**config.mk**
```make
export PLATFORM = sky130hd
export DESIGN_NAME = uop_decode
export DESIGN_NICKNAME = d
export VERILOG_FILES = /design/src/hdl/core_cfg_pkg.sv /design/src/hdl/uop_pkg.sv /design/src/hdl/uop_decode.sv
export SDC_FILE = /design/constraint.sdc
export NUM_CORES = 1
export LEC_CHECK = 0
export BUFFER_PORTS_ARGS = -buffer_cell sky130_fd_sc_hd__buf_4
export CAP_MARGIN = 25
export CORE_AREA = 3 3 80 82
export DETAILED_ROUTE_END_ITERATION = 8
export DIE_AREA = 0 0 83 85
export GPL_TIMING_DRIVEN = 0
export PLACE_DENSITY = 0.71
export SLEW_MARGIN = 20
export SYNTH_ARGS = -nofsm -noshare
export SYNTH_HDL_FRONTEND = slang
export SYNTH_SLANG_ARGS = --single-unit
```
**constraint.sdc**
```tcl
create_clock -name vclk -period 0.9
set_input_delay 0.045 -clock vclk [all_inputs]
set_output_delay 0.045 -clock vclk [all_outputs]
set_load 0.03 [all_outputs]
```
**src/hdl/core_cfg_pkg.sv**
```systemverilog
// Core sizing constants
`default_nettype none

package core_cfg_pkg;

    // Datapath
    localparam int XLEN      = 32;
    localparam int IMM_W     = 15;

    // Physical register file
    localparam int PHYS_REGS = 64;
    localparam int PREG_W    = 6;

    // Reorder buffer tag
    localparam int ROB_TAG_W = 5;

    // Reservation station
    localparam int RSV_SIZE  = 16;
    localparam int RSV_IDX_W = 4;

endpackage

`default_nettype wire

```
**src/hdl/uop_pkg.sv**
```systemverilog
// Instruction and micro-op types
`default_nettype none

package uop_pkg;
    import core_cfg_pkg::*;

    typedef enum logic [3:0] {
        ADD = 4'd0,
        SUB = 4'd1,
        AND = 4'd2,
        OR  = 4'd3,
        XOR = 4'd4,
        SLL = 4'd5,
        SRL = 4'd6,
        SLT = 4'd7
    } alu_op_e;

    // Register form
    typedef struct packed {
        alu_op_e             op;
        logic                is_imm;
        logic [PREG_W-1:0]   dest;
        logic [PREG_W-1:0]   src1;
        logic [PREG_W-1:0]   src2;
        logic [8:0]          unused;
    } instr_r_t;

    // Immediate form with imm sign-extended on decode
    typedef struct packed {
        alu_op_e             op;
        logic                is_imm;
        logic [PREG_W-1:0]   dest;
        logic [PREG_W-1:0]   src1;
        logic [IMM_W-1:0]    imm;
    } instr_i_t;

    typedef union packed {
        instr_r_t r;
        instr_i_t i;
    } instr_u;

    typedef struct packed {
        logic [ROB_TAG_W-1:0] rob_tag;
        alu_op_e              op;
        logic [PREG_W-1:0]    dest;
        logic [PREG_W-1:0]    src1_reg;
        logic                 src1_ready;
        logic [XLEN-1:0]      src1_value;
        logic [PREG_W-1:0]    src2_reg;
        logic                 src2_ready;
        logic [XLEN-1:0]      src2_value;
    } uop_t;

    typedef uop_t rsv_entry_t;

    typedef struct packed {
        logic [ROB_TAG_W-1:0] rob_tag;
        alu_op_e              op;
        logic [PREG_W-1:0]    dest;
        logic [XLEN-1:0]      rs1;
        logic [XLEN-1:0]      rs2;
    } issue_t;

    typedef struct packed {
        logic [ROB_TAG_W-1:0] rob_tag;
        logic [PREG_W-1:0]    dest;
        logic [XLEN-1:0]      value;
    } result_t;

endpackage

`default_nettype wire

```
**src/hdl/uop_decode.sv**
```systemverilog
// Instruction decode and operand fetch
`timescale 1ns/100ps
`default_nettype none

module uop_decode (
    input  wire uop_pkg::instr_u                 instr,
    input  wire [core_cfg_pkg::ROB_TAG_W-1:0]    rob_tag,
    input  wire [core_cfg_pkg::XLEN-1:0]         src1_value,
    input  wire                                  src1_ready,
    input  wire [core_cfg_pkg::XLEN-1:0]         src2_value,
    input  wire                                  src2_ready,
    output logic [core_cfg_pkg::PREG_W-1:0]      src1_reg,
    output logic [core_cfg_pkg::PREG_W-1:0]      src2_reg,
    output uop_pkg::uop_t                        uop
);
    import core_cfg_pkg::*;
    import uop_pkg::*;

    logic            is_imm;
    logic [XLEN-1:0] imm_sext;

    // Top fields are shared by both views
    assign is_imm   = instr.r.is_imm;
    assign imm_sext = {{(XLEN-IMM_W){instr.i.imm[IMM_W-1]}}, instr.i.imm};

    // Register file read addresses
    assign src1_reg = instr.r.src1;
    assign src2_reg = is_imm ? '0 : instr.r.src2;

    always_comb begin
        uop.rob_tag    = rob_tag;
        uop.op         = instr.r.op;
        uop.dest       = instr.r.dest;
        uop.src1_reg   = instr.r.src1;
        uop.src1_ready = src1_ready;
        uop.src1_value = src1_value;

        if (is_imm) begin
            // Immediate operand needs no wakeup
            uop.src2_reg   = '0;
            uop.src2_ready = 1'b1;
            uop.src2_value = imm_sext;
        end else begin
            uop.src2_reg   = instr.r.src2;
            uop.src2_ready = src2_ready;
            uop.src2_value = src2_value;
        end
    end

endmodule

`default_nettype wire

```
# After elaboration in Yosys (flattened, before gate mapping)
# Cells that the tools add are included.
[word_totals]
reg_bits = 0
inputBits = 103
elab_cells = 2
[op_classes]
muxes = 2
[ops]
columns = ["operator", "count"]
rows = [
  ["two-way mux 39 bit", 1],
  ["two-way mux 6 bit", 1],
]

# Logic depth before layout (Yosys ltp)
[logic_depth]
word_depth = 1
mapped_depth = 4
depth_no_buf = 1

# Least setup slack after synthesis
# Ideal clock, no wire load.
[synth_timing]
kind = "input -> output"
startpoint = "input port instr[27] in the netlist's numbering"
endpoint = "output port uop[33] in the netlist's numbering"
arrival_ns = 1.046
t_required_ns = 0.855
slack_ns = -0.191
stages = 4
path_cell_list = "buf_6 buf_6 nor2b_1 buf_4"
[synth_lines]
columns = ["item", "line_no", "rtl"]
rows = [
  ["start, declared", "uop_decode.sv:6", "input wire uop_pkg::instr_u instr,"],
  ["end, declared", "uop_decode.sv:14", "output uop_pkg::uop_t uop"],
]

==> summary.md <==
| Metric | Value |
|---|---|
| Hold_ws | `0.306 ns` |
| Layout cells sized above 1 | `97.3%` |
| Synth Warn # | `0` |
| Sequential cell count | `0` |
| Fin crit period | `approximately 0.86 ns` |
| Die area | `0.00706 mm^2` |
| Pin count of the biggest net entering global routing | `20` |
| Vias post-DR | `about 1300` |
| Crit share post-route | `95.9%` |
| Slew margin rel. | `87.9%` |
| Pins Over Slew Limit | `0` |
| Syn Nets | `roughly 210` |
| Fmax | `1.16 GHz` |
| FF/Latch Area | `0 um^2` |
| Most common cell after layout, fill and taps aside | `buf_4` |
| Critical path arrival | `between 0.8 and 0.9 ns` |
| Hold buffers post-CTS | `0` |
| Resize count post-CTS | `0` |
| Netlist cell types | `7` |
| Die width | `approximately 83 um` |
| Unrepaired setup endpoints after global routing | `false` |
| Pwr dens | `739 mW/mm^2` |
| Area leader, netlist | `buf_4` |
| Synthesized area per cell | `8.67 um^2` |
| Final Hold Fails | `0` |
| Most frequent cells in the layout | `buf_4, mux2_2, nor2b_1` |
| Number of vias per cell | `about 3.7` |
| Core box area | `0.00582 mm^2` |
| Hpwl dp | `3.72 mm` |
| Postcts setup bufs | `0` |
| Worst VDD drop | `around 380 uV` |
| Area fraction of the dominant cell type after synthesis | `53.5%` |
| Global-route wire length before repair | `~5.8 mm` |
| # setup viols final | `0` |
| Final routed DRC violation total | `0` |
| P_leak | `1.23 nW` |
| Clkbuf count | `0` |
| Overflow left after global routing | `0` |
| # diodes | `0` |
| Final nets | `367` |
| Worst min-delay path class | `in -> out` |
| Site Rows | `28` |
| Startpoint Class | `input port` |
| GR Util All Layers | `under 10%` |
| Avg WL per Cell | `11.7 um` |
| Initial antenna violation count | `0` |
| Initial DRC count | `6` |
| Drt pass-1 iters | `2` |
| Routability Congestion | `0.789` |
| Boundary Pins | `208` |
| Starting density of the core | `16.4%` |
| Worst slew pin tran | `between 0.15 and 0.2 ns` |
| Mapped cell area | `roughly 950 um^2` |
| Outcome | `completed` |
| Chip Height | `85 um` |
| Port bufs | `153` |
| Fill cell count | `around 610` |
| Vias in the first global route | `roughly 1300` |
| MaxCap Viol Count | `0` |
| Synth-to-layout area growth | `130%` |
| WP data required | `0.85 ns` |
| Crit. End Element | `primary output` |
| Post-synthesis sequential area ratio | `0%` |
| Cells after synthesis | `110` |
| Antenna-violating nets left | `0` |
| CP Max Fanout | `10` |
| WL final | `3.95 mm` |
| Final core utilization | `a little under two fifths` |
| WS Path Type | `in -> out` |
| Largest cells by area after synthesis | `buf_4, mux2_2, mux2_4, nor2b_1, buf_6` |
==> worst paths after layout <==
check,from,slack [ns],end,depth (start not counted)
worst max-delay path,instr[27],0.04,uop[29],4
worst min-delay path,instr[24],0.31,uop[81],2
==> per-layer routing <==
layer | vias up | track usage, % | part of all wire (%)
li1 | 595 | - | -
met4 | 0 | 0 | 0
met1 | 545 | 8.63 | 30
met2 | 119 | 20.4 | 56
met5 | - | 0 | 0
met3 | 0 | 3.20 | 14
==> stage by stage <==
stage          TNS, ns  std cells  power (mW)  setup WS, ns  instance area, um^2
2_1_floorplan    -1.14        110        1.02        -0.191                  953
3_3_place_gp   -0.0421        338        1.62       -0.0421                 2200
3_5_place_dp   -0.0305        338        1.64       -0.0305                 2200
4_1_cts              0        337        1.64        0.0252                 2190
5_1_grt              0        337        1.70        0.0109                 2190
6_report             0        337        1.62        0.0369                 2190
==> worst max-delay path, stage by stage <==
cell and delay, ns:
buf_6 0.14, buf_6 0.16, mux2_4 0.30, buf_4 0.17
==> power breakdown <==
group          total (mW)  internal (mW)  switching (mW)
Combinational        1.62          0.783           0.837
Clock                   0              0               0
Sequential              0              0               0
Total                1.62          0.783           0.837
==> final cells by class <==
cell class | instances | area [um^2] | area share, %
Multi-Input combinational cell | 39 | 415 | 19.0
Buffer | 70 | 533 | 24.3
Tap cell | 75 | 93.8 | 4.28
Timing Repair Buffer | 153 | 1150 | 52.4
==> cell usage after synthesis <==
cell      n
buf_2     1
buf_4    68
buf_6     2
mux2_2   29
mux2_4    3
nor2b_1   6
or2_1     1
==> cells by family after synthesis <==
family	Yosys count	share of synthesized area, %
muxes	32	39.0
and+or+nand+nor	7	4.59
buffers and inverters	71	56.4
(Power assumes the default switching activity.)
