### src/hdl/core_cfg_pkg.sv
// Core sizing constants
`default_nettype none

package core_cfg_pkg;

    // Datapath
    localparam int XLEN      = 32;
    localparam int IMM_W     = 15;

    // Physical register file
    localparam int PHYS_REGS = 64;
    localparam int PREG_W    = 6;

    // Reorder buffer tag
    localparam int ROB_TAG_W = 5;

    // Reservation station
    localparam int RSV_SIZE  = 16;
    localparam int RSV_IDX_W = 4;

endpackage

`default_nettype wire

### src/hdl/uop_pkg.sv
// Instruction and micro-op types
`default_nettype none

package uop_pkg;
    import core_cfg_pkg::*;

    typedef enum logic [3:0] {
        ADD = 4'd0,
        SUB = 4'd1,
        AND = 4'd2,
        OR  = 4'd3,
        XOR = 4'd4,
        SLL = 4'd5,
        SRL = 4'd6,
        SLT = 4'd7
    } alu_op_e;

    // Register form
    typedef struct packed {
        alu_op_e             op;
        logic                is_imm;
        logic [PREG_W-1:0]   dest;
        logic [PREG_W-1:0]   src1;
        logic [PREG_W-1:0]   src2;
        logic [8:0]          unused;
    } instr_r_t;

    // Immediate form with imm sign-extended on decode
    typedef struct packed {
        alu_op_e             op;
        logic                is_imm;
        logic [PREG_W-1:0]   dest;
        logic [PREG_W-1:0]   src1;
        logic [IMM_W-1:0]    imm;
    } instr_i_t;

    typedef union packed {
        instr_r_t r;
        instr_i_t i;
    } instr_u;

    typedef struct packed {
        logic [ROB_TAG_W-1:0] rob_tag;
        alu_op_e              op;
        logic [PREG_W-1:0]    dest;
        logic [PREG_W-1:0]    src1_reg;
        logic                 src1_ready;
        logic [XLEN-1:0]      src1_value;
        logic [PREG_W-1:0]    src2_reg;
        logic                 src2_ready;
        logic [XLEN-1:0]      src2_value;
    } uop_t;

    typedef uop_t rsv_entry_t;

    typedef struct packed {
        logic [ROB_TAG_W-1:0] rob_tag;
        alu_op_e              op;
        logic [PREG_W-1:0]    dest;
        logic [XLEN-1:0]      rs1;
        logic [XLEN-1:0]      rs2;
    } issue_t;

    typedef struct packed {
        logic [ROB_TAG_W-1:0] rob_tag;
        logic [PREG_W-1:0]    dest;
        logic [XLEN-1:0]      value;
    } result_t;

endpackage

`default_nettype wire

### src/hdl/alu_exec.sv
// Integer ALU with one registered stage
`timescale 1ns/100ps
`default_nettype none

module alu_exec (
    input  wire                    clk,
    input  wire                    rst_n,
    input  wire                    issue_valid,
    input  wire uop_pkg::issue_t   issue,
    output logic                   alu_valid,
    output uop_pkg::result_t       alu_result
);
    import core_cfg_pkg::*;
    import uop_pkg::*;

    logic [XLEN-1:0] value;

    always_comb begin
        case (issue.op)
            ADD:     value = issue.rs1 + issue.rs2;
            SUB:     value = issue.rs1 - issue.rs2;
            AND:     value = issue.rs1 & issue.rs2;
            OR:      value = issue.rs1 | issue.rs2;
            XOR:     value = issue.rs1 ^ issue.rs2;
            SLL:     value = issue.rs1 << issue.rs2[4:0];
            SRL:     value = issue.rs1 >> issue.rs2[4:0];
            SLT:     value = ($signed(issue.rs1) < $signed(issue.rs2)) ? XLEN'(1) : '0;
            default: value = '0;
        endcase
    end

    always_ff @(posedge clk or negedge rst_n) begin
        if (!rst_n) begin
            alu_valid <= 1'b0;
        end else begin
            alu_valid <= issue_valid;
        end
    end

    // Result payload follows the valid strobe
    always_ff @(posedge clk) begin
        if (issue_valid) begin
            alu_result.rob_tag <= issue.rob_tag;
            alu_result.dest    <= issue.dest;
            alu_result.value   <= value;
        end
    end

endmodule

`default_nettype wire

### config.mk
export PLATFORM = sky130hd
export DESIGN_NAME = alu_exec
export DESIGN_NICKNAME = d
export VERILOG_FILES = /design/src/hdl/core_cfg_pkg.sv /design/src/hdl/uop_pkg.sv /design/src/hdl/alu_exec.sv
export SDC_FILE = /design/constraint.sdc
export NUM_CORES = 1
export LEC_CHECK = 0
export BUFFER_PORTS_ARGS = -buffer_cell sky130_fd_sc_hd__clkbuf_2
export CAP_MARGIN = 10
export CORE_MARGIN = 2
export CORE_UTILIZATION = 61
export CTS_BUF_LIST = sky130_fd_sc_hd__clkbuf_4 sky130_fd_sc_hd__clkbuf_8
export DETAILED_ROUTE_END_ITERATION = 12
export HOLD_SLACK_MARGIN = 0.15
export PLACE_DENSITY = 0.82
export SLEW_MARGIN = 30
export SYNTH_ARGS = -nofsm -noshare
export SYNTH_HDL_FRONTEND = slang
export SYNTH_SLANG_ARGS = --single-unit
### constraint.sdc
create_clock -name clk -period 0.8 [get_ports clk]
set_clock_uncertainty 0.05 [all_clocks]
set_input_delay 0 -clock clk [delete_from_list [all_inputs] [get_ports clk]]
set_output_delay 0 -clock clk [all_outputs]
set_load 0.02 [all_outputs]
==> flow_summary.ini, run 1 <==
[clock_tree]
clock-root-buffer = clkbuf_8
numCtsBuffers = 5
htreeDepth = 2
cts_resized = 164
clock_path_buffers = 2
postCtsSetupRepairBufs = 30
clock_sinks = 44
hold_buffers = 13

[synthesis]
ys_ff_latch = 44
synth_enable_flop_cells = 43
yosysTopAreaCell = edfxtp_1
synth.area.top_cells = edfxtp_1 14%, ha_1 14%, mux2i_1 7.9%
ys_types = 72
synth.most_common_cell = o21ai_0
netlist.area_leader.share = 0.139
avgSynthCellArea_um2 = 7.42
yosys_warnings = 0
ys_top_cells_by_count = 119 x o21ai_0, 114 x nor2_1, 106 x a21oi_1
synth_cells = 1253
synth_area_mm2 = 0.00930
seq_area_frac_synth = 0.142
syn-num-nets = 1440
synth_flop_cell = edfxtp_1
ys_async_sr_fraction = 0.0227

[floorplanning]
die_width_um = 127
start_util = 0.618
rows = 45
die_h_um = 127
io_pins = 126

[placed_design]
place_congestion = 1.30
io_buffer_count = 125
place_area_mm2 = 0.0136
preCtsSetupSlack_ps = -2410
hpwlAfterDp_mm = 39.0

[status]
stop_stage = clock tree synthesis
outcome = aborted with a tool error
error = [ERROR DPL-0033] detailed placement checks failed during check placement.
## metrics by stage
step                hold WS, ps  cells
global placement           -275   1938
floorplan                  -346   1253
detailed placement         -274   1938
## cells by family after synthesis
| group | count (synthesis) | share of synthesized area |
|---|---|---|
| buffers and inverters | 186 | 0.0762 |
| and+or+nand+nor | 340 | 0.171 |
| xor gates and xnor gates | 25 | 0.0236 |
| adders and majority gates | 105 | 0.143 |
| DFF | 44 | 0.142 |
| muxes | 94 | 0.125 |
| AOI/OAI and AO/OA | 459 | 0.320 |
==> inputs of run 2 (changes only) <==
--- a/config.mk
+++ b/config.mk
@@ -8,11 +8,9 @@
 export BUFFER_PORTS_ARGS = -buffer_cell sky130_fd_sc_hd__clkbuf_2
 export CAP_MARGIN = 10
 export CORE_MARGIN = 2
-export CORE_UTILIZATION = 61
-export CTS_BUF_LIST = sky130_fd_sc_hd__clkbuf_4 sky130_fd_sc_hd__clkbuf_8
+export CORE_UTILIZATION = 40
 export DETAILED_ROUTE_END_ITERATION = 12
-export HOLD_SLACK_MARGIN = 0.15
-export PLACE_DENSITY = 0.82
+export PLACE_DENSITY_LB_ADDON = 0.15
 export SLEW_MARGIN = 30
 export SYNTH_ARGS = -nofsm -noshare
 export SYNTH_HDL_FRONTEND = slang
==> flow_summary.ini, run 2 <==
[status]
outcome = complete, but fails checks
violations = setup timing

[synthesis]
synth_xor_area_frac = 0.0236
synth_top_family_by_area = compound AO/OA/AOI/OAI gates
synth_compound_area_frac = 0.320
seq_area_frac_synth = 0.142
synth-adder-area-share = 0.143
netlist.area_leader.share = 0.139
synth.area.top_cells = edfxtp_1 14%, ha_1 14%, mux2i_1 7.9%
ys_ff_latch = 44
synth_enable_flop_cells = 43
synth_flop_cell = edfxtp_1
ys_async_sr_fraction = 0.0227
avgSynthCellArea_um2 = 7.42
synth_cells = 1253
synth_area_mm2 = 0.00930
ys_top_cells_by_count = 119 x o21ai_0, 114 x nor2_1, 106 x a21oi_1
ys_types = 72
synth.most_common_cell = o21ai_0
yosys_warnings = 0
yosysTopAreaCell = edfxtp_1
syn-num-nets = 1440
synthSimpleGateAreaFrac = 0.171
yosys-mux-area-fraction = 0.125

[final_layout]
mostFrequentLayoutCells = 485 x buf_4, 109 x nor2_1, 90 x nand2_1
fillers = 1862
seq_area_mm2 = 0.00132
nNetsFinal = 2013
multi_input_area_mm2 = 0.00848
top_regs = alu_result (43), alu_valid (1)
layout-drive-gt1-share = 0.473
synthToLayoutAreaGrowth_pct = 72.0
fin_util = 0.704
largest_reg_flops = 43
largest-register = alu_result
final_common_cell = buf_4
n_antenna_cell = 0

[critical_path]
endpoint_kind = register
crit_buf_inv = 3
cp.required_ps = 790
cp_cell_sequence = clkbuf_16 -> clkinv_16 -> ha_4 -> o21ba_4 -> or4_4 -> a2111oi_4 -> nor4_4 -> o31ai_2 -> buf_4 -> o41ai_2 -> o311a_1 -> xnor2_1 -> o221ai_1
worstPathMaxFanout = 3
crit_family = compound AO/OA/AOI/OAI gates
crit_path_start = issue[1]
critPathCapture = alu_result[27]
start_kind = input pin
cp.depth = 13
path_class = in -> reg
cp_slowest_cell = or4_4
cp_data_arrival_time_ps = 2680
critPathMaxStageDelay_ps = 460

[timing]
finalSetupViolCount = 76
worst_slack_ps = -1890
maxSlewViolCount = 0
fin_hold_ws_ps = 32.3
hold_violations = 0
fmax_mhz = 372
min_period_ps = 2690
relSlewSlack = 0.406
fin_crit_sh = 3.36
tightest_slew_ps = 879
rsz0062_at_grt = true

[power]
p_per_area_mw_per_mm2 = 1010
p_int_mw = 9.19
clkPwrFrac = 0.133
leakage_nw = 7.42
power_frac_seq = 0.184
vdd_drop_max_uv = 757
pwr-share-comb = 0.683
power.switching_mw = 7.00
switching_share = 0.432

[floorplanning]
rows = 55
io_pins = 126
die_area_mm2 = 0.0245
die_width_um = 156
start_util = 0.409
coreArea_mm2 = 0.0227
die_h_um = 156

[clock_tree]
numCtsBuffers = 5
clock_sinks = 44
clock-root-buffer = clkbuf_16
cts_tree = built
clock_path_buffers = 2
clk_pin_slew_ps = 80
htreeDepth = 2

[route]
vias_per_cell = 6.12
drt_iter0_drc = 1494
drt_wl_total_mm = 52.1
post-route-drc-count = 0
drtAntennaViolNets = 0
vias = 12935
wl_per_cell_um = 24.7
firstDrtPassIters = 9

[global_routing]
grt_start_max_net_pins = 55
grtUsageTotal = 0.407
grt_antenna_before_repair = 3
gr-total-overflow = 0
grt_pass1_wl_mm = 74.1
first_global_vias = 12136

[placed_design]
io_buffer_count = 125
place_congestion = 1.08
hpwlAfterDp_mm = 40.9
preCtsSetupSlack_ps = -2450

[job]
cap_violations = 0

[worst_hold_path]
min-delay-path-class = in -> reg
run 2: cell counts after synthesis:
No cell type changed its count.
run 2: power by group through the flow:
stage | combinational [mW] | clock, mW | sequential (mW)
after floorplan | 4.12 | 0 | 3.22
after global placement | 9.06 | 0 | 2.96
after detailed placement | 9.09 | 0 | 2.96
after CTS | 9.91 | 2.19 | 2.91
after global routing | 11.6 | 2.23 | 2.98
final | 11.1 | 2.15 | 2.97
run 2: cell families after synthesis:
logic type,after synthesis
and+or+nand+nor,340
xor gates and xnor gates,25
muxes,94
DFF,44
adders and majority gates,105
AOI/OAI and AO/OA,459
buffers and inverters,186
run 2: stage by stage:
| step | total power [mW] | cells | setup TNS (ps) | instance area (µm²) |
|---|---|---|---|---|
| 2_1_floorplan | 7.34 | 1253 | -52880 | 9630 |
| 3_3_place_gp | 12.0 | 2049 | -65250 | 13800 |
| 3_5_place_dp | 12.1 | 2049 | -66390 | 13800 |
| 4_1_cts | 15.0 | 2086 | -52970 | 15000 |
| 5_1_grt | 16.8 | 2112 | -58980 | 16000 |
| 6_report | 16.2 | 2112 | -56250 | 16000 |
run 2: repair_timing:
| item | in CTS | in global routing |
|---|---|---|
| hold buffers | 13 | 0 |
| pin swaps | 68 | 62 |
| endpoints found under the setup margin | 76 | 76 |
| buffers inserted | 15 | 32 |
| gates cloned | 2 | 1 |
| gates resized for setup | 173 | 245 |
| endpoints found under the hold margin | 12 | 0 |
run 2: metal layers:
layer	global-route usage	share of wire	vias up
met1	0.509	0.38	6061
met2	0.663	0.44	878
met5	0	0.00029	-
li1	-	-	5784
met3	0.0695	0.10	210
met4	0.227	0.077	2
run 2: worst min-delay path by stage:
stage,startpoint,endpoint,slack (ps),cells after the start
floorplan,rst_n,alu_valid,-350,0
global placement,rst_n,alu_valid,-270,1
detailed placement,rst_n,alu_valid,-270,1
CTS,issue_valid,alu_valid,8,2
global route,issue_valid,alu_valid,40,2
finish,issue_valid,alu_valid,30,2
run 2: final cells by class:
class | count | area share
Multi-Input combinational cell | 1023 | 0.531
Clock buffer | 5 | 0.00783
Tap cell | 285 | 0.0223
Inverter | 94 | 0.0253
Sequential cell | 44 | 0.0823
Timing Repair Buffer | 658 | 0.330
Clock inverter | 3 | 0.00133
Power figures use the tool's default switching activity.
