`src/hdl/core_cfg_pkg.sv`:
```
// Core sizing constants
`default_nettype none

package core_cfg_pkg;

    // Datapath
    localparam int XLEN      = 32;
    localparam int IMM_W     = 15;

    // Physical register file
    localparam int PHYS_REGS = 64;
    localparam int PREG_W    = 6;

    // Reorder buffer tag
    localparam int ROB_TAG_W = 5;

    // Reservation station
    localparam int RSV_SIZE  = 16;
    localparam int RSV_IDX_W = 4;

endpackage

`default_nettype wire

```
`src/hdl/uop_pkg.sv`:
```
// Instruction and micro-op types
`default_nettype none

package uop_pkg;
    import core_cfg_pkg::*;

    typedef enum logic [3:0] {
        ADD = 4'd0,
        SUB = 4'd1,
        AND = 4'd2,
        OR  = 4'd3,
        XOR = 4'd4,
        SLL = 4'd5,
        SRL = 4'd6,
        SLT = 4'd7
    } alu_op_e;

    // Register form
    typedef struct packed {
        alu_op_e             op;
        logic                is_imm;
        logic [PREG_W-1:0]   dest;
        logic [PREG_W-1:0]   src1;
        logic [PREG_W-1:0]   src2;
        logic [8:0]          unused;
    } instr_r_t;

    // Immediate form with imm sign-extended on decode
    typedef struct packed {
        alu_op_e             op;
        logic                is_imm;
        logic [PREG_W-1:0]   dest;
        logic [PREG_W-1:0]   src1;
        logic [IMM_W-1:0]    imm;
    } instr_i_t;

    typedef union packed {
        instr_r_t r;
        instr_i_t i;
    } instr_u;

    typedef struct packed {
        logic [ROB_TAG_W-1:0] rob_tag;
        alu_op_e              op;
        logic [PREG_W-1:0]    dest;
        logic [PREG_W-1:0]    src1_reg;
        logic                 src1_ready;
        logic [XLEN-1:0]      src1_value;
        logic [PREG_W-1:0]    src2_reg;
        logic                 src2_ready;
        logic [XLEN-1:0]      src2_value;
    } uop_t;

    typedef uop_t rsv_entry_t;

    typedef struct packed {
        logic [ROB_TAG_W-1:0] rob_tag;
        alu_op_e              op;
        logic [PREG_W-1:0]    dest;
        logic [XLEN-1:0]      rs1;
        logic [XLEN-1:0]      rs2;
    } issue_t;

    typedef struct packed {
        logic [ROB_TAG_W-1:0] rob_tag;
        logic [PREG_W-1:0]    dest;
        logic [XLEN-1:0]      value;
    } result_t;

endpackage

`default_nettype wire

```
`src/hdl/result_wb.sv`:
```
// Physical register file and result broadcast
`timescale 1ns/100ps
`default_nettype none

module result_wb (
    input  wire                                  clk,
    input  wire                                  rst_n,
    input  wire                                  alu_valid,
    input  wire uop_pkg::result_t                alu_result,
    input  wire                                  alloc_valid,
    input  wire [core_cfg_pkg::PREG_W-1:0]       alloc_dest,
    input  wire [core_cfg_pkg::PREG_W-1:0]       src1_reg,
    input  wire [core_cfg_pkg::PREG_W-1:0]       src2_reg,
    output logic [core_cfg_pkg::XLEN-1:0]        src1_value,
    output logic                                 src1_ready,
    output logic [core_cfg_pkg::XLEN-1:0]        src2_value,
    output logic                                 src2_ready,
    output logic                                 bcast_valid,
    output uop_pkg::result_t                     bcast
);
    import core_cfg_pkg::*;
    import uop_pkg::*;

    logic [XLEN-1:0]      regs [PHYS_REGS];
    logic [PHYS_REGS-1:0] ready_bits;

    // Ready flag and value with broadcast bypass
    function automatic logic [XLEN:0] read_port(input logic [PREG_W-1:0] rd);
        if (bcast_valid && bcast.dest == rd) begin
            return {1'b1, bcast.value};
        end
        return {ready_bits[rd], regs[rd]};
    endfunction

    assign bcast_valid = alu_valid;
    assign bcast       = alu_result;

    always_comb begin
        {src1_ready, src1_value} = read_port(src1_reg);
        {src2_ready, src2_value} = read_port(src2_reg);
    end

    always_ff @(posedge clk or negedge rst_n) begin
        if (!rst_n) begin
            ready_bits <= '1;
            for (int i = 0; i < PHYS_REGS; i++) begin
                regs[i] <= '0;
            end
        end else begin
            if (bcast_valid) begin
                regs[bcast.dest]       <= bcast.value;
                ready_bits[bcast.dest] <= 1'b1;
            end
            // A newer producer renamed onto the same register wins
            if (alloc_valid) begin
                ready_bits[alloc_dest] <= 1'b0;
            end
        end
    end

endmodule

`default_nettype wire

```
`config.mk`:
```
export PLATFORM = sky130hd
export DESIGN_NAME = result_wb
export DESIGN_NICKNAME = d
export VERILOG_FILES = /design/src/hdl/core_cfg_pkg.sv /design/src/hdl/uop_pkg.sv /design/src/hdl/result_wb.sv
export SDC_FILE = /design/constraint.sdc
export NUM_CORES = 2
export LEC_CHECK = 0
export ABC_CLOCK_PERIOD_IN_PS = 2750
export BUFFER_PORTS_ARGS = -buffer_cell sky130_fd_sc_hd__buf_4
export CORE_ASPECT_RATIO = 2
export CORE_MARGIN = 2
export CORE_UTILIZATION = 45
export CTS_CLUSTER_SIZE = 20
export DETAILED_ROUTE_END_ITERATION = 16
export PLACE_DENSITY_LB_ADDON = 0.12
export SKIP_LAST_GASP = 1
export SYNTH_ARGS = -nofsm -noshare
export SYNTH_HDL_FRONTEND = slang
export SYNTH_SLANG_ARGS = --single-unit
```
`constraint.sdc`:
```
create_clock -name clk -period 2.75 [get_ports clk]
set_input_delay 0.1375 -clock clk [delete_from_list [all_inputs] [get_ports clk]]
set_output_delay 0.1375 -clock clk [all_outputs]
set_load 0.03 [all_outputs]
```
* Yosys cells after proc, flatten, opt, wreduce, memory -nomap -nowiden
Cells that the tools add are included.
W data, S select, Z words.
** Cells by class
- $lt $le $gt $ge :: 10
- Eq/ne operators :: 2
- Mux-type cells :: 25
- Bitwise logic cells :: 6
- Reduce and logical (&&, ||, !) cells :: 5
** Operator list (count)
- $bwmux W2048 :: 1
- $bmux W32 S6 :: 2
- $demux W32 S6 :: 1
- $mux W32 :: 5
- $mux W33 :: 4
- $mux W64 :: 2
- $and A64 B64 Y64 :: 1
- $not A64 Y64 :: 1
- $or A64 B64 Y64 :: 1
- $lt A6 B7 Y1 const B :: 4
- $ge A7 B7 Y1 const B :: 3
- $not A6 Y7 :: 3
- $bmux W1 S6 :: 2
- $demux W1 S6 :: 2
- $eq A6 B6 Y1 :: 2
- $ge A6 B1 Y1 const B :: 2
- $lt A7 B1 Y1 const B :: 1
- $mux W1 :: 6
- $logic_and A1 B1 Y1 :: 5
** Storage, ports and cells
- Register bits after elaboration :: 2112
- Bits of input ports :: 65
- Output and inout port bits :: 110
- Word-level logic and storage cells :: 113

* Depth between registers and ports, before layout
- Depth after elaboration :: 8
- Mapped depth :: 11
- Mapped depth without buffers :: 6

* Worst setup path before layout
No wires, ideal clock.
- Path type :: in2out
- From :: input src1_reg[0] (netlist name)
- To :: output src1_value[27] (netlist name)
- Arrival :: 2229 ps
- Required time :: 2612 ps
- Path slack :: 383 ps
- Cell stages on the path :: 10
- Buffers on the path :: 5
- Path through :: buf_4 -> buf_6 -> buf_6 -> buf_6 -> buf_4 -> nor2_1 -> a221oi_1 -> nor2_1 -> or3_1 -> o21ai_0
** Between the ends
- Cells in the longest elaborated chain, start to end :: 5
- Elaborated cells between the ends (all ways) :: 8
- Classes of those cells :: 1 x eq/ne; 5 x mux; 1 x bitwise; 1 x reduce/logical
** Ends and longest elaborated chain
- start, declared :: RTL line result_wb.sv:12 : input wire [core_cfg_pkg::PREG_W-1:0] src1_reg,
- $not A6 Y7 (not written as such) :: RTL line result_wb.sv:32 : return {ready_bits[rd], regs[rd]};
- $bmux W32 S6 :: RTL line result_wb.sv:32
- $mux W32 (not written as such) (2 in series) :: RTL line result_wb.sv:32
- $mux W33 (*) :: RTL line result_wb.sv:32
- end, declared :: RTL line result_wb.sv:14 : output logic [core_cfg_pkg::XLEN-1:0] src1_value,
Mark *: on every way between the ends. The rest lies on a longest branch, timed or not. The select of a mux whose other input is x is not followed.

* Worst setup path in the final report
- From :: register regs[361] (netlist name)
- To :: output src1_value[9] (netlist name)
** Between the ends
- Cells in the longest elaborated chain, start to end :: 4
** Ends and longest elaborated chain
- start, declared :: RTL line result_wb.sv:24 : logic [XLEN-1:0] regs [PHYS_REGS];
- start signal, assigned by index :: RTL line result_wb.sv:51 : regs[bcast.dest] <= bcast.value;
- $bmux W32 S6 :: RTL line result_wb.sv:32
- $mux W32 (not written as such) (2 in series) :: RTL line result_wb.sv:32
- $mux W33 :: RTL line result_wb.sv:32
No other way between the ends. The select of a mux whose other input is x is not followed.

==> results_dict.tcl <==
set metrics [dict create \
    status "complete, but fails checks" \
    violations "negative setup slack" \
    root_buffer "clkbuf_16" \
    track_usage_pct 38.8 \
    finalHoldViolations 0 \
    drive_above_1_share_pct 53.5 \
    wire_per_inst_um 42.1 \
    finalWirelength_mm 508 \
    swShare_pct 29.0 \
    die-area_um2 260000 \
    hp-class "in -> reg" \
    slew_headroom_pct 27.2 \
    post-route-util_pct 53.6 \
    tritoncts "done" \
    synth-seq-area-share_pct 46.0 \
    worstSkewPairLatency_ps 900 \
    die_h_um 719 \
    synth-seq-cells 2112 \
    pwr-share-comb_pct 20.9 \
    setup_viol 62 \
    start_util_pct 45.2 \
    place_inst 11549 \
    io_pins 175 \
    switchingPower_mw 25.3 \
    layout_commonest_cell "mux2_2" \
    viasPerCell 6.89 \
    finalMaxSlewViolations 0 \
    grt_pass1_wl_mm 701 \
    clock_power_share_pct 34.6 \
    whs_ps 36.4 \
    htree_levels 4 \
    num_rows 262 \
    antenna_found_initial 15 \
    synth_area_um2 115000 \
    ys.warnings.count 0 \
    synth_area_per_cell_um2 14.2 \
    ys_dominant_reg_cell "dfrtp_1" \
    drc 0 \
    grt_pass1_vias 86317 \
    tightestPinTransition_ps 1090 \
    drv_cap 0 \
    power_leakage_nw 62.2 \
    rsz0062_at_grt "true" \
    period_share_pct 132 \
    numCtsBuffers 206 \
    hold_path_depth 6 \
    fin_cells 12050 \
    synthDistinctLibCells 63 \
    clkSinkCount 2112 \
    end_kind "output pin" \
    cts_max_path_buffers 4 \
    worstPathRequired_ps 2610 \
    cp.arrival_ps 3490 \
    final_cell_mix "mux2_2 (2066), dfrtp_1 (2048), mux2i_1 (847)" \
    seq_power_share_pct 44.5 \
    overflow 0 \
    timing.setup.tns_ps -17010 \
    area_growth_pct 18.6 \
    peakVddDrop_mv 0.534 \
    finalClockSkew_ps 0 \
    period_minus_slack_ps 3630 \
    die_w_um 362 \
    grt_max_degree 147 \
    route.vias.total 83013 \
    cp-start-kind "register" \
    path_class "reg -> out" \
    clk_pin_slew_ps 60 \
    cp_max_fo 3 \
    fin_ws_ps -875 \
    portBuffers 164 \
    syn_nets 8183 \
    gp_congestion 0.940 \
    n_fill_cell 21095 \
    nets 8654 \
    internal_power_mw 62.1 \
    firstDrtPassIters 6 \
    synthArstFlopShare_pct 100 \
    max_freq_mhz 276 \
    drt-initial-drc-count 8970 \
    synth_edf_count 0 \
    core_um2 255000 \
    drtAntennaViolNets 0 \
    worstRegToRegCells 3 \
    synth_cells 8118 \
    power_density_nw_per_um2 640 \
    place_hpwl_mm 332 \
]
## state kept, by name, indices dropped and copies added (netlist names)
name	cells
ready_bits	64
regs	2048
## logic make-up after synthesis
kind of cell           after synthesis  share of synthesized area, %
buffers and inverters              932                          4.12
flip-flops                        2112                          46.0
AND/OR/NAND/NOR                    551                          2.23
multiplexers                      3706                          42.6
AO/OA/AOI/OAI                      805                          5.01
XOR/XNOR                            12                        0.0912
## cell usage after synthesis (all sizes together), types with 12 or more instances
cell type  count  share of area (%)
dfrtp       2048                 44
o22a          30               0.23
a22o          34               0.26
nand3         95               0.41
a22oi        302                2.0
a221oi        67               0.51
a31oi         27               0.15
or2           14              0.076
nand2        190               0.62
nor2         133               0.43
a32oi         19               0.14
clkbuf       382                1.3
mux4         747                 15
and2          17              0.092
dfstp         64                1.5
a21oi        123               0.53
inv           18              0.059
o22ai         50               0.27
mux2i        868                7.5
mux2        2091                 20
nand4         17              0.092
o21ai         51               0.22
buf          531                2.8
nand2b        14              0.076
o211ai        31               0.20
xnor2         12              0.091
a211oi        25               0.16
nor2b         36               0.20
## power by group through the flow
stage,clock network (mW),logic (mW),registers (mW)
floorplan,0,11.2,37.9
global placement,0,16.8,39.1
detailed placement,0,17.1,39.3
CTS,30.5,18.0,38.7
global route,31.7,19.1,39.3
finish,30.2,18.3,38.9
## critical path: stages, from the launching register on
cell,delay (ps)
dfrtp_1,410
mux4_2,490
mux4_2,480
o211ai_1,500
buf_4,290
nand3_4,190
buf_6,200
## final timing paths
check	start	to	slack [ps]
min in group asynchronous	rst_n	regs[579]	110
max in group asynchronous	rst_n	regs[1179]	1830
max	regs[361]	src1_value[9]	-880
min reg2reg	ready_bits[21]	ready_bits[21]	470
min	alu_result[34]	ready_bits[50]	40
max reg2reg	ready_bits[54]	ready_bits[54]	1330
## final cells by class
class | instances | area, um2 | area share (%)
Antenna cell | 8 | 20.0 | 0.0147
Clock buffer | 292 | 6020 | 4.41
Clock inverter | 69 | 895 | 0.655
Inverter | 19 | 71.3 | 0.0522
Multi-Input combinational cell | 5074 | 59800 | 43.7
Sequential cell | 2112 | 52900 | 38.7
Tap cell | 3300 | 4130 | 3.02
Timing Repair Buffer | 1176 | 12800 | 9.37
## stage by stage
| stage | setup slack (ps) | power (mW) | cell area [um2] |
|---|---|---|---|
| final | -875 | 87.4 | 137000 |
| after global routing | -803 | 90.1 | 137000 |
| after CTS | -936 | 87.2 | 136000 |
| after detailed placement | -766 | 56.4 | 127000 |
| after global placement | -841 | 55.9 | 127000 |
| after floorplan | 383 | 49.1 | 115000 |
## layer usage
metal	routed length (um)	global-route usage, %	up-vias
met2	242000	62.7	4570
li1	-	-	31940
met5	14	0	-
met4	50500	31.6	2
met3	37200	7.22	1688
met1	178000	45.0	44813
## what timing repair did
item                                     CTS  global route
pin swaps                                141            85
gates resized for setup                  343            65
hold buffers                              51             0
setup buffers                             80            25
hold endpoints to repair                2732             0
endpoints found under the setup margin    66            66
No activity file was read; power rests on OpenSTA's default activity.
