===== config.mk =====
export PLATFORM = sky130hd
export DESIGN_NAME = rsv
export DESIGN_NICKNAME = d
export VERILOG_FILES = /design/src/hdl/core_cfg_pkg.sv /design/src/hdl/uop_pkg.sv /design/src/hdl/rsv.sv
export SDC_FILE = /design/constraint.sdc
export NUM_CORES = 2
export LEC_CHECK = 0
export BUFFER_PORTS_ARGS = -buffer_cell sky130_fd_sc_hd__buf_2
export CORE_UTILIZATION = 51
export CTS_CLUSTER_DIAMETER = 100
export DETAILED_ROUTE_END_ITERATION = 10
export PLACE_DENSITY_LB_ADDON = 0.05
export REMOVE_ABC_BUFFERS = 1
export SLEW_MARGIN = 20
export SYNTH_ARGS = -nofsm -noshare
export SYNTH_HDL_FRONTEND = slang
export SYNTH_SLANG_ARGS = --single-unit
export TNS_END_PERCENT = 20

===== constraint.sdc =====
create_clock -name clk -period 5.4 [get_ports clk]
set_input_delay 1.08 -clock clk [delete_from_list [all_inputs] [get_ports clk]]
set_output_delay 1.08 -clock clk [all_outputs]
set_load 0.05 [all_outputs]

===== src/hdl/core_cfg_pkg.sv =====
// Core sizing constants
`default_nettype none

package core_cfg_pkg;

    // Datapath
    localparam int XLEN      = 32;
    localparam int IMM_W     = 15;

    // Physical register file
    localparam int PHYS_REGS = 64;
    localparam int PREG_W    = 6;

    // Reorder buffer tag
    localparam int ROB_TAG_W = 5;

    // Reservation station
    localparam int RSV_SIZE  = 16;
    localparam int RSV_IDX_W = 4;

endpackage

`default_nettype wire


===== src/hdl/uop_pkg.sv =====
// Instruction and micro-op types
`default_nettype none

package uop_pkg;
    import core_cfg_pkg::*;

    typedef enum logic [3:0] {
        ADD = 4'd0,
        SUB = 4'd1,
        AND = 4'd2,
        OR  = 4'd3,
        XOR = 4'd4,
        SLL = 4'd5,
        SRL = 4'd6,
        SLT = 4'd7
    } alu_op_e;

    // Register form
    typedef struct packed {
        alu_op_e             op;
        logic                is_imm;
        logic [PREG_W-1:0]   dest;
        logic [PREG_W-1:0]   src1;
        logic [PREG_W-1:0]   src2;
        logic [8:0]          unused;
    } instr_r_t;

    // Immediate form with imm sign-extended on decode
    typedef struct packed {
        alu_op_e             op;
        logic                is_imm;
        logic [PREG_W-1:0]   dest;
        logic [PREG_W-1:0]   src1;
        logic [IMM_W-1:0]    imm;
    } instr_i_t;

    typedef union packed {
        instr_r_t r;
        instr_i_t i;
    } instr_u;

    typedef struct packed {
        logic [ROB_TAG_W-1:0] rob_tag;
        alu_op_e              op;
        logic [PREG_W-1:0]    dest;
        logic [PREG_W-1:0]    src1_reg;
        logic                 src1_ready;
        logic [XLEN-1:0]      src1_value;
        logic [PREG_W-1:0]    src2_reg;
        logic                 src2_ready;
        logic [XLEN-1:0]      src2_value;
    } uop_t;

    typedef uop_t rsv_entry_t;

    typedef struct packed {
        logic [ROB_TAG_W-1:0] rob_tag;
        alu_op_e              op;
        logic [PREG_W-1:0]    dest;
        logic [XLEN-1:0]      rs1;
        logic [XLEN-1:0]      rs2;
    } issue_t;

    typedef struct packed {
        logic [ROB_TAG_W-1:0] rob_tag;
        logic [PREG_W-1:0]    dest;
        logic [XLEN-1:0]      value;
    } result_t;

endpackage

`default_nettype wire


===== src/hdl/rsv.sv =====
// Reservation station
`timescale 1ns/100ps
`default_nettype none

module rsv (
    input  wire                    clk,
    input  wire                    rst_n,
    input  wire                    alloc_valid,
    input  wire uop_pkg::uop_t     uop,
    input  wire                    bcast_valid,
    input  wire uop_pkg::result_t  bcast,
    output logic                   full,
    output logic                   issue_valid,
    output uop_pkg::issue_t        issue
);
    import core_cfg_pkg::*;
    import uop_pkg::*;

    logic [RSV_SIZE-1:0]  free_list;
    logic [RSV_SIZE-1:0]  ready;
    rsv_entry_t           entries [RSV_SIZE];
    rsv_entry_t           alloc_entry;
    logic [RSV_IDX_W:0]   alloc_sel;
    logic [RSV_IDX_W:0]   disp_sel;
    logic                 alloc_found;
    logic                 disp_found;
    logic [RSV_IDX_W-1:0] alloc_idx;
    logic [RSV_IDX_W-1:0] disp_idx;
    logic                 alloc_fire;

    // Lowest set bit with a hit flag in the MSB
    function automatic logic [RSV_IDX_W:0] lowest_set(input logic [RSV_SIZE-1:0] vec);
        logic [RSV_IDX_W:0] res;
        res = '0;
        for (int i = RSV_SIZE - 1; i >= 0; i--) begin
            if (vec[i]) begin
                res = {1'b1, RSV_IDX_W'(i)};
            end
        end
        return res;
    endfunction

    always_comb begin
        for (int i = 0; i < RSV_SIZE; i++) begin
            ready[i] = !free_list[i] && entries[i].src1_ready && entries[i].src2_ready;
        end
    end

    assign alloc_sel   = lowest_set(free_list);
    assign disp_sel    = lowest_set(ready);
    assign alloc_found = alloc_sel[RSV_IDX_W];
    assign alloc_idx   = alloc_sel[RSV_IDX_W-1:0];
    assign disp_found  = disp_sel[RSV_IDX_W];
    assign disp_idx    = disp_sel[RSV_IDX_W-1:0];

    assign full       = !alloc_found;
    assign alloc_fire = alloc_valid && alloc_found;

    // Incoming uop also catches a broadcast in its allocate cycle
    always_comb begin
        alloc_entry = uop;
        if (bcast_valid && !uop.src1_ready && uop.src1_reg == bcast.dest) begin
            alloc_entry.src1_ready = 1'b1;
            alloc_entry.src1_value = bcast.value;
        end
        if (bcast_valid && !uop.src2_ready && uop.src2_reg == bcast.dest) begin
            alloc_entry.src2_ready = 1'b1;
            alloc_entry.src2_value = bcast.value;
        end
    end

    always_ff @(posedge clk or negedge rst_n) begin
        if (!rst_n) begin
            free_list   <= '1;
            issue_valid <= 1'b0;
        end else begin
            issue_valid <= disp_found;
            if (disp_found) begin
                free_list[disp_idx] <= 1'b1;
            end
            if (alloc_fire) begin
                free_list[alloc_idx] <= 1'b0;
            end
        end
    end

    // Entry storage and wakeup
    always_ff @(posedge clk) begin
        for (int i = 0; i < RSV_SIZE; i++) begin
            if (alloc_fire && alloc_idx == RSV_IDX_W'(i)) begin
                entries[i] <= alloc_entry;
            end else if (bcast_valid) begin
                if (!entries[i].src1_ready && entries[i].src1_reg == bcast.dest) begin
                    entries[i].src1_ready <= 1'b1;
                    entries[i].src1_value <= bcast.value;
                end
                if (!entries[i].src2_ready && entries[i].src2_reg == bcast.dest) begin
                    entries[i].src2_ready <= 1'b1;
                    entries[i].src2_value <= bcast.value;
                end
            end
        end
    end

    always_ff @(posedge clk) begin
        if (disp_found) begin
            issue.rob_tag <= entries[disp_idx].rob_tag;
            issue.op      <= entries[disp_idx].op;
            issue.dest    <= entries[disp_idx].dest;
            issue.rs1     <= entries[disp_idx].src1_value;
            issue.rs2     <= entries[disp_idx].src2_value;
        end
    end

endmodule

`default_nettype wire


**Word-level counts from Yosys, hierarchy flattened**

Memories as Yosys holds them, arrays and structs flattened. A register that Yosys moved wholly into a read port is not among the register bits.
Cells that the tools add are included.

- Mux-type cells: 264
- Equality and inequality tests: 49
- $lt $le $gt $ge: 4
- Reductions and logical operators: 139
- Bitwise operators: 67

Operators with widths:

| kind | number |
|---|---|
| 2-to-1 mux 32 bit | 32 |
| equality test 6 bit | 34 |
| 2-to-1 mux 1 bit | 194 |
| 2-to-1 mux 5 bit | 32 |
| logical AND 1 bit | 87 |
| 2-to-1 mux 33 bit | 2 |
| OR 1 bit | 64 |
| zero test 1 bit | 51 |
| equality test 4 bit (second input constant) | 8 |
| 2-to-1 mux 16 bit | 2 |
| AND 16 bit | 1 |
| equality test 4 x 3 -> 1 bit (second input constant) | 4 |
| NOT 16 bit | 1 |
| OR 16 bit | 1 |
| less-than comparator 4 x 5 -> 1 bit (second input constant) | 2 |
| demux 1 bit (select 4 bit) | 2 |
| equality test 4 x 2 -> 1 bit (second input constant) | 2 |
| greater-or-equal comparator 4 x 1 -> 1 bit (second input constant) | 2 |
| equality test 4 x 1 -> 1 bit (second input constant) | 1 |
| zero test 4 bit | 1 |

- Memories kept: 1
- Input port bits: 140
- Flip-flop bits (word level): 17
- Memory bits (writable): 1488
- Output and inout bits: 81

Memories:

| memory | words | width | read ports | clocked after Yosys merged registers in | write ports | RTL line | source |
|---|---|---|---|---|---|---|---|
| entries | 16 | 93 | 17 | 1 | 16 | rsv.sv:21 | `rsv_entry_t entries [RSV_SIZE];` |

**Logic depth before layout (Yosys ltp)**

- Word-level depth: 27
- Depth in mapped cells: 11

**Least setup slack after synthesis**

Ideal clock, no wire load.

- Path kind: input to register
- Start point: input port bcast[33] (netlist bit)
- End point: memory entries[10][39] (netlist bit), enable pin
- Cell stages on the path: 6
- Setup slack: 0.252 ns
- Arrival time: 4.679 ns
- Cells stage by stage: clkbuf_1 -> buf_2 -> xnor2_1 -> nand2_1 -> or3b_2 -> o21ai_0

RTL lines:

| what | RTL line | source |
|---|---|---|
| from (decl) | rsv.sv:11 | `input wire uop_pkg::result_t bcast,` |
| to (decl) | rsv.sv:21 |  |

**Final worst setup path**

- Start point: register free_list[2]
- End point: register issue[49] (netlist name)

- Longest elaborated chain between the ends: 6

Ends and longest elaborated chain:

| what | RTL line | source |
|---|---|---|
| from (decl) | rsv.sv:19 | `logic [RSV_SIZE-1:0] free_list;` |
| from (signal assigned) | rsv.sv:74 | `free_list <= '1;` |
| from (signal, indexed assignment) | rsv.sv:79 | `free_list[disp_idx] <= 1'b1;` |
| from (signal, indexed assignment) | rsv.sv:82 | `free_list[alloc_idx] <= 1'b0;` |
| zero test 1 bit | rsv.sv:45 | `ready[i] = !free_list[i] && entries[i].src1_ready && entries[i].src2_ready;` |
| logical AND 1 bit (2 in series) | rsv.sv:45 |  |
| 2-to-1 mux 5 bit (3 in series) | rsv.sv:36 | `if (vec[i]) begin` |

No other way between the ends.

==> reports/qor.yml <==
routing:
  first_iter_violations: 7232
  route.antenna.remaining_nets: 0
  drt-total-wl_mm: 280
  wire_per_inst_um: 34.2
  drcViolationCount: 0
  drt_first_pass_iters: 6
  vias_per_cell: 6.92
  via_count: 56674
synthesis:
  yosys.area.top_type: "sky130_fd_sc_hd__edfxtp_1"
  ys_ff_latch: 1584
  yosys_warnings: 0
  synth.cells.most_frequent: "sky130_fd_sc_hd__edfxtp_1 (1565), sky130_fd_sc_hd__mux2_2 (856), sky130_fd_sc_hd__a21oi_1 (554)"
  combined_area_of_all_synthesized_cells_mm2: 0.0782
  synthDistinctLibCells: 72
  most_used_flip_flop_cell_after_synthesis: "sky130_fd_sc_hd__edfxtp_1"
  synthTopCellsByArea: "sky130_fd_sc_hd__edfxtp_1 (60%), sky130_fd_sc_hd__mux2_2 (12%), sky130_fd_sc_hd__a21oi_1 (3.5%), sky130_fd_sc_hd__nand4_1 (3.2%), sky130_fd_sc_hd__clkbuf_1 (2.2%)"
  syn-mean-instance-area_um2: 12.9
  edff_count_synth: 1565
  ys_async_sr_fraction: 0.0107
  synthMostInstantiatedCell: "sky130_fd_sc_hd__edfxtp_1"
  synth-seq-area-share: 0.607
  mapped_cells: 6082
  yosys.area.top_type_share: 0.601
placement:
  hpwl_mm: 151
  globalplace.congestion: 0.915
  postPlaceCellArea_mm2: 0.0818
  placement.io_buffers: 215
  pre_cts_ws_ps: 944
  placed_cells_incl_taps: 7874
sta:
  holdWs_ps: 229
  worst_slew_pin_slew_ps: 1170
  min_period_ps: 4610
  slew_viol_final: 0
  grt_setup_unrepaired: "no"
  max_clock_freq_mhz: 217
  hold_viol_final: 0
  setup_viol_count_final: 0
  timing.clock.skew_ps: 22.7
  min_period_over_period: 0.854
  worst_slew_margin_rel: 0.218
  fin_ws_ps: 786
global_route:
  globalRoute.totalOverflow: 0
  grt_max_degree: 109
  antenna_found_initial: 16
  grt_pass1_wl_mm: 395
  gr-usage-all-layers: 0.354
  grt_pass1_vias: 54321
setup_path:
  critPathMaxFanout: 66
  startpoint_type: "register"
  timing.reg2reg.setup_slack_ps: 790
  setup.worst_path.class: "register to register"
  worstSetupEndpointType: "register"
  worstPathArrival_ps: 5280
  cp.required_ps: 6070
power:
  leakage_nw: 29.0
  power_frac_clock: 0.308
  power_report.internal_total_mw: 23.7
  p_seq_frac: 0.410
  sw_frac_of_total: 0.362
  power.ir.vdd_worst_uv: 592
  power_density_mw_per_mm2: 425
  comb_power_share: 0.282
  power.switching_mw: 13.4
floorplan:
  design.die.area_mm2: 0.155
  ios: 221
  die_width_um: 394
  floorplan.core_area_mm2: 0.152
  die_height_um: 394
  core.rowCount: 143
  floorplan.initialDensity: 0.514
final_layout:
  final.fill_count: 12446
  net_count_reported_at_finish: 6158
  sequential_cell_area_mm2: 0.0475
  multiInputGateArea_mm2: 0.0284
  layout-drive-gt1-share: 0.268
  finalCoreUtilization: 0.573
  finalNonFillerCells: 8192
  postLayoutCellArea_mm2: 0.0871
  area_growth_syn_to_layout_pct: 11.4
clock_network:
  clkSlewWorstSetupHoldPaths_ps: 60
  htree_levels: 4
  clk_latency_ps: 830
  cts_max_path_buffers: 3
  post-cts-setup-buffer-count: 0
  numClockSinks: 1584
  numCtsBuffers: 172
  clock_tree.root_cell: "sky130_fd_sc_hd__clkbuf_16"
  tritoncts: "yes"
  ctsHoldBuffers: 0
  cts.repair.resized: 0
flow_run:
  maxCapViolations: 0
outcome:
  status: "complete, no violations"
min_path:
  hp-class: "primary input to asynchronous set/reset pin"
==> critical path: stages (launching register included) <==
cell	delay (ps)
sky130_fd_sc_hd__dfstp_2	630
sky130_fd_sc_hd__nand3b_1	290
sky130_fd_sc_hd__a21boi_1	230
sky130_fd_sc_hd__o211ai_1	320
sky130_fd_sc_hd__buf_4	930
sky130_fd_sc_hd__nand3_1	490
sky130_fd_sc_hd__a21oi_4	850
sky130_fd_sc_hd__buf_12	350
sky130_fd_sc_hd__a21oi_1	180
sky130_fd_sc_hd__nand3_1	140
==> logic make-up after synthesis <==
kind of cell | Yosys count | synth area share
flops | 1584 | 0.607
simple gates | 1377 | 0.0913
compound gates | 1219 | 0.0988
mux | 1004 | 0.142
buf+inv | 692 | 0.0373
xor+xnor | 206 | 0.0231
==> registers in the layout, indices dropped and copies added (netlist names) <==
signal,count
entries,1488
free_list,16
issue_valid,1
issue,79
==> power by group through the flow <==
stage | logic, mW | registers [mW] | clock network, mW
finish | 10.5 | 15.2 | 11.4
global route | 10.7 | 15.3 | 11.9
CTS | 10.2 | 15.2 | 11.5
detailed placement | 10.1 | 15.4 | 0
global placement | 10.0 | 15.4 | 0
floorplan | 4.52 | 16.4 | 0
==> routing by layer <==
metal	GRT usage	wire length, um	vias up
met4	0.150	13000	8
met2	0.568	130000	3817
met1	0.475	107000	28450
met3	0.0634	29900	804
li1	-	-	23595
met5	0	44	-
==> per-stage QoR <==
step	power [mW]	TNS [ps]
floorplan	21.0	-1249000
global placement	25.5	0
detailed placement	25.6	0
CTS	36.8	0
global route	37.8	0
finish	37.0	0
==> worst paths after layout <==
kind / startpoint / end / cells after the start
worst max-delay path: free_list[2] / issue[49] / 9
worst max register to register: free_list[2] / issue[49] / 9
min in group clk: free_list[14] / free_list[14] / 2
worst min register to register: free_list[14] / free_list[14] / 2
max in group asynchronous: rst_n / free_list[13] / 1
worst min-delay path: rst_n / issue_valid / 1
==> layout make-up <==
type,instances,share of cell area
Multi-Input combinational cell,3806,0.326
Clock inverter,90,0.00860
Inverter,12,0.000517
Sequential cell,1584,0.545
Timing Repair Buffer,442,0.0387
Clock buffer,225,0.0522
Antenna cell,3,0.0000862
Tap cell,2030,0.0292
==> cell usage in the layout, fill, tap and decap left out, types with 84 or more instances in the layout <==
master / count
sky130_fd_sc_hd__edfxtp_1: 1565
sky130_fd_sc_hd__mux2_2: 856
sky130_fd_sc_hd__a21oi_1: 552
sky130_fd_sc_hd__nand4_1: 402
sky130_fd_sc_hd__nor2_1: 331
sky130_fd_sc_hd__buf_2: 215
sky130_fd_sc_hd__nand3_1: 206
sky130_fd_sc_hd__nand2_1: 184
sky130_fd_sc_hd__buf_4: 180
sky130_fd_sc_hd__clkbuf_16: 174
sky130_fd_sc_hd__o211ai_1: 167
sky130_fd_sc_hd__mux2i_1: 133
sky130_fd_sc_hd__xor2_1: 109
sky130_fd_sc_hd__o21ai_0: 99
sky130_fd_sc_hd__xnor2_1: 97
sky130_fd_sc_hd__a22oi_1: 88
sky130_fd_sc_hd__a31oi_1: 84
Note: power is estimated with default switching activity, not from simulation.
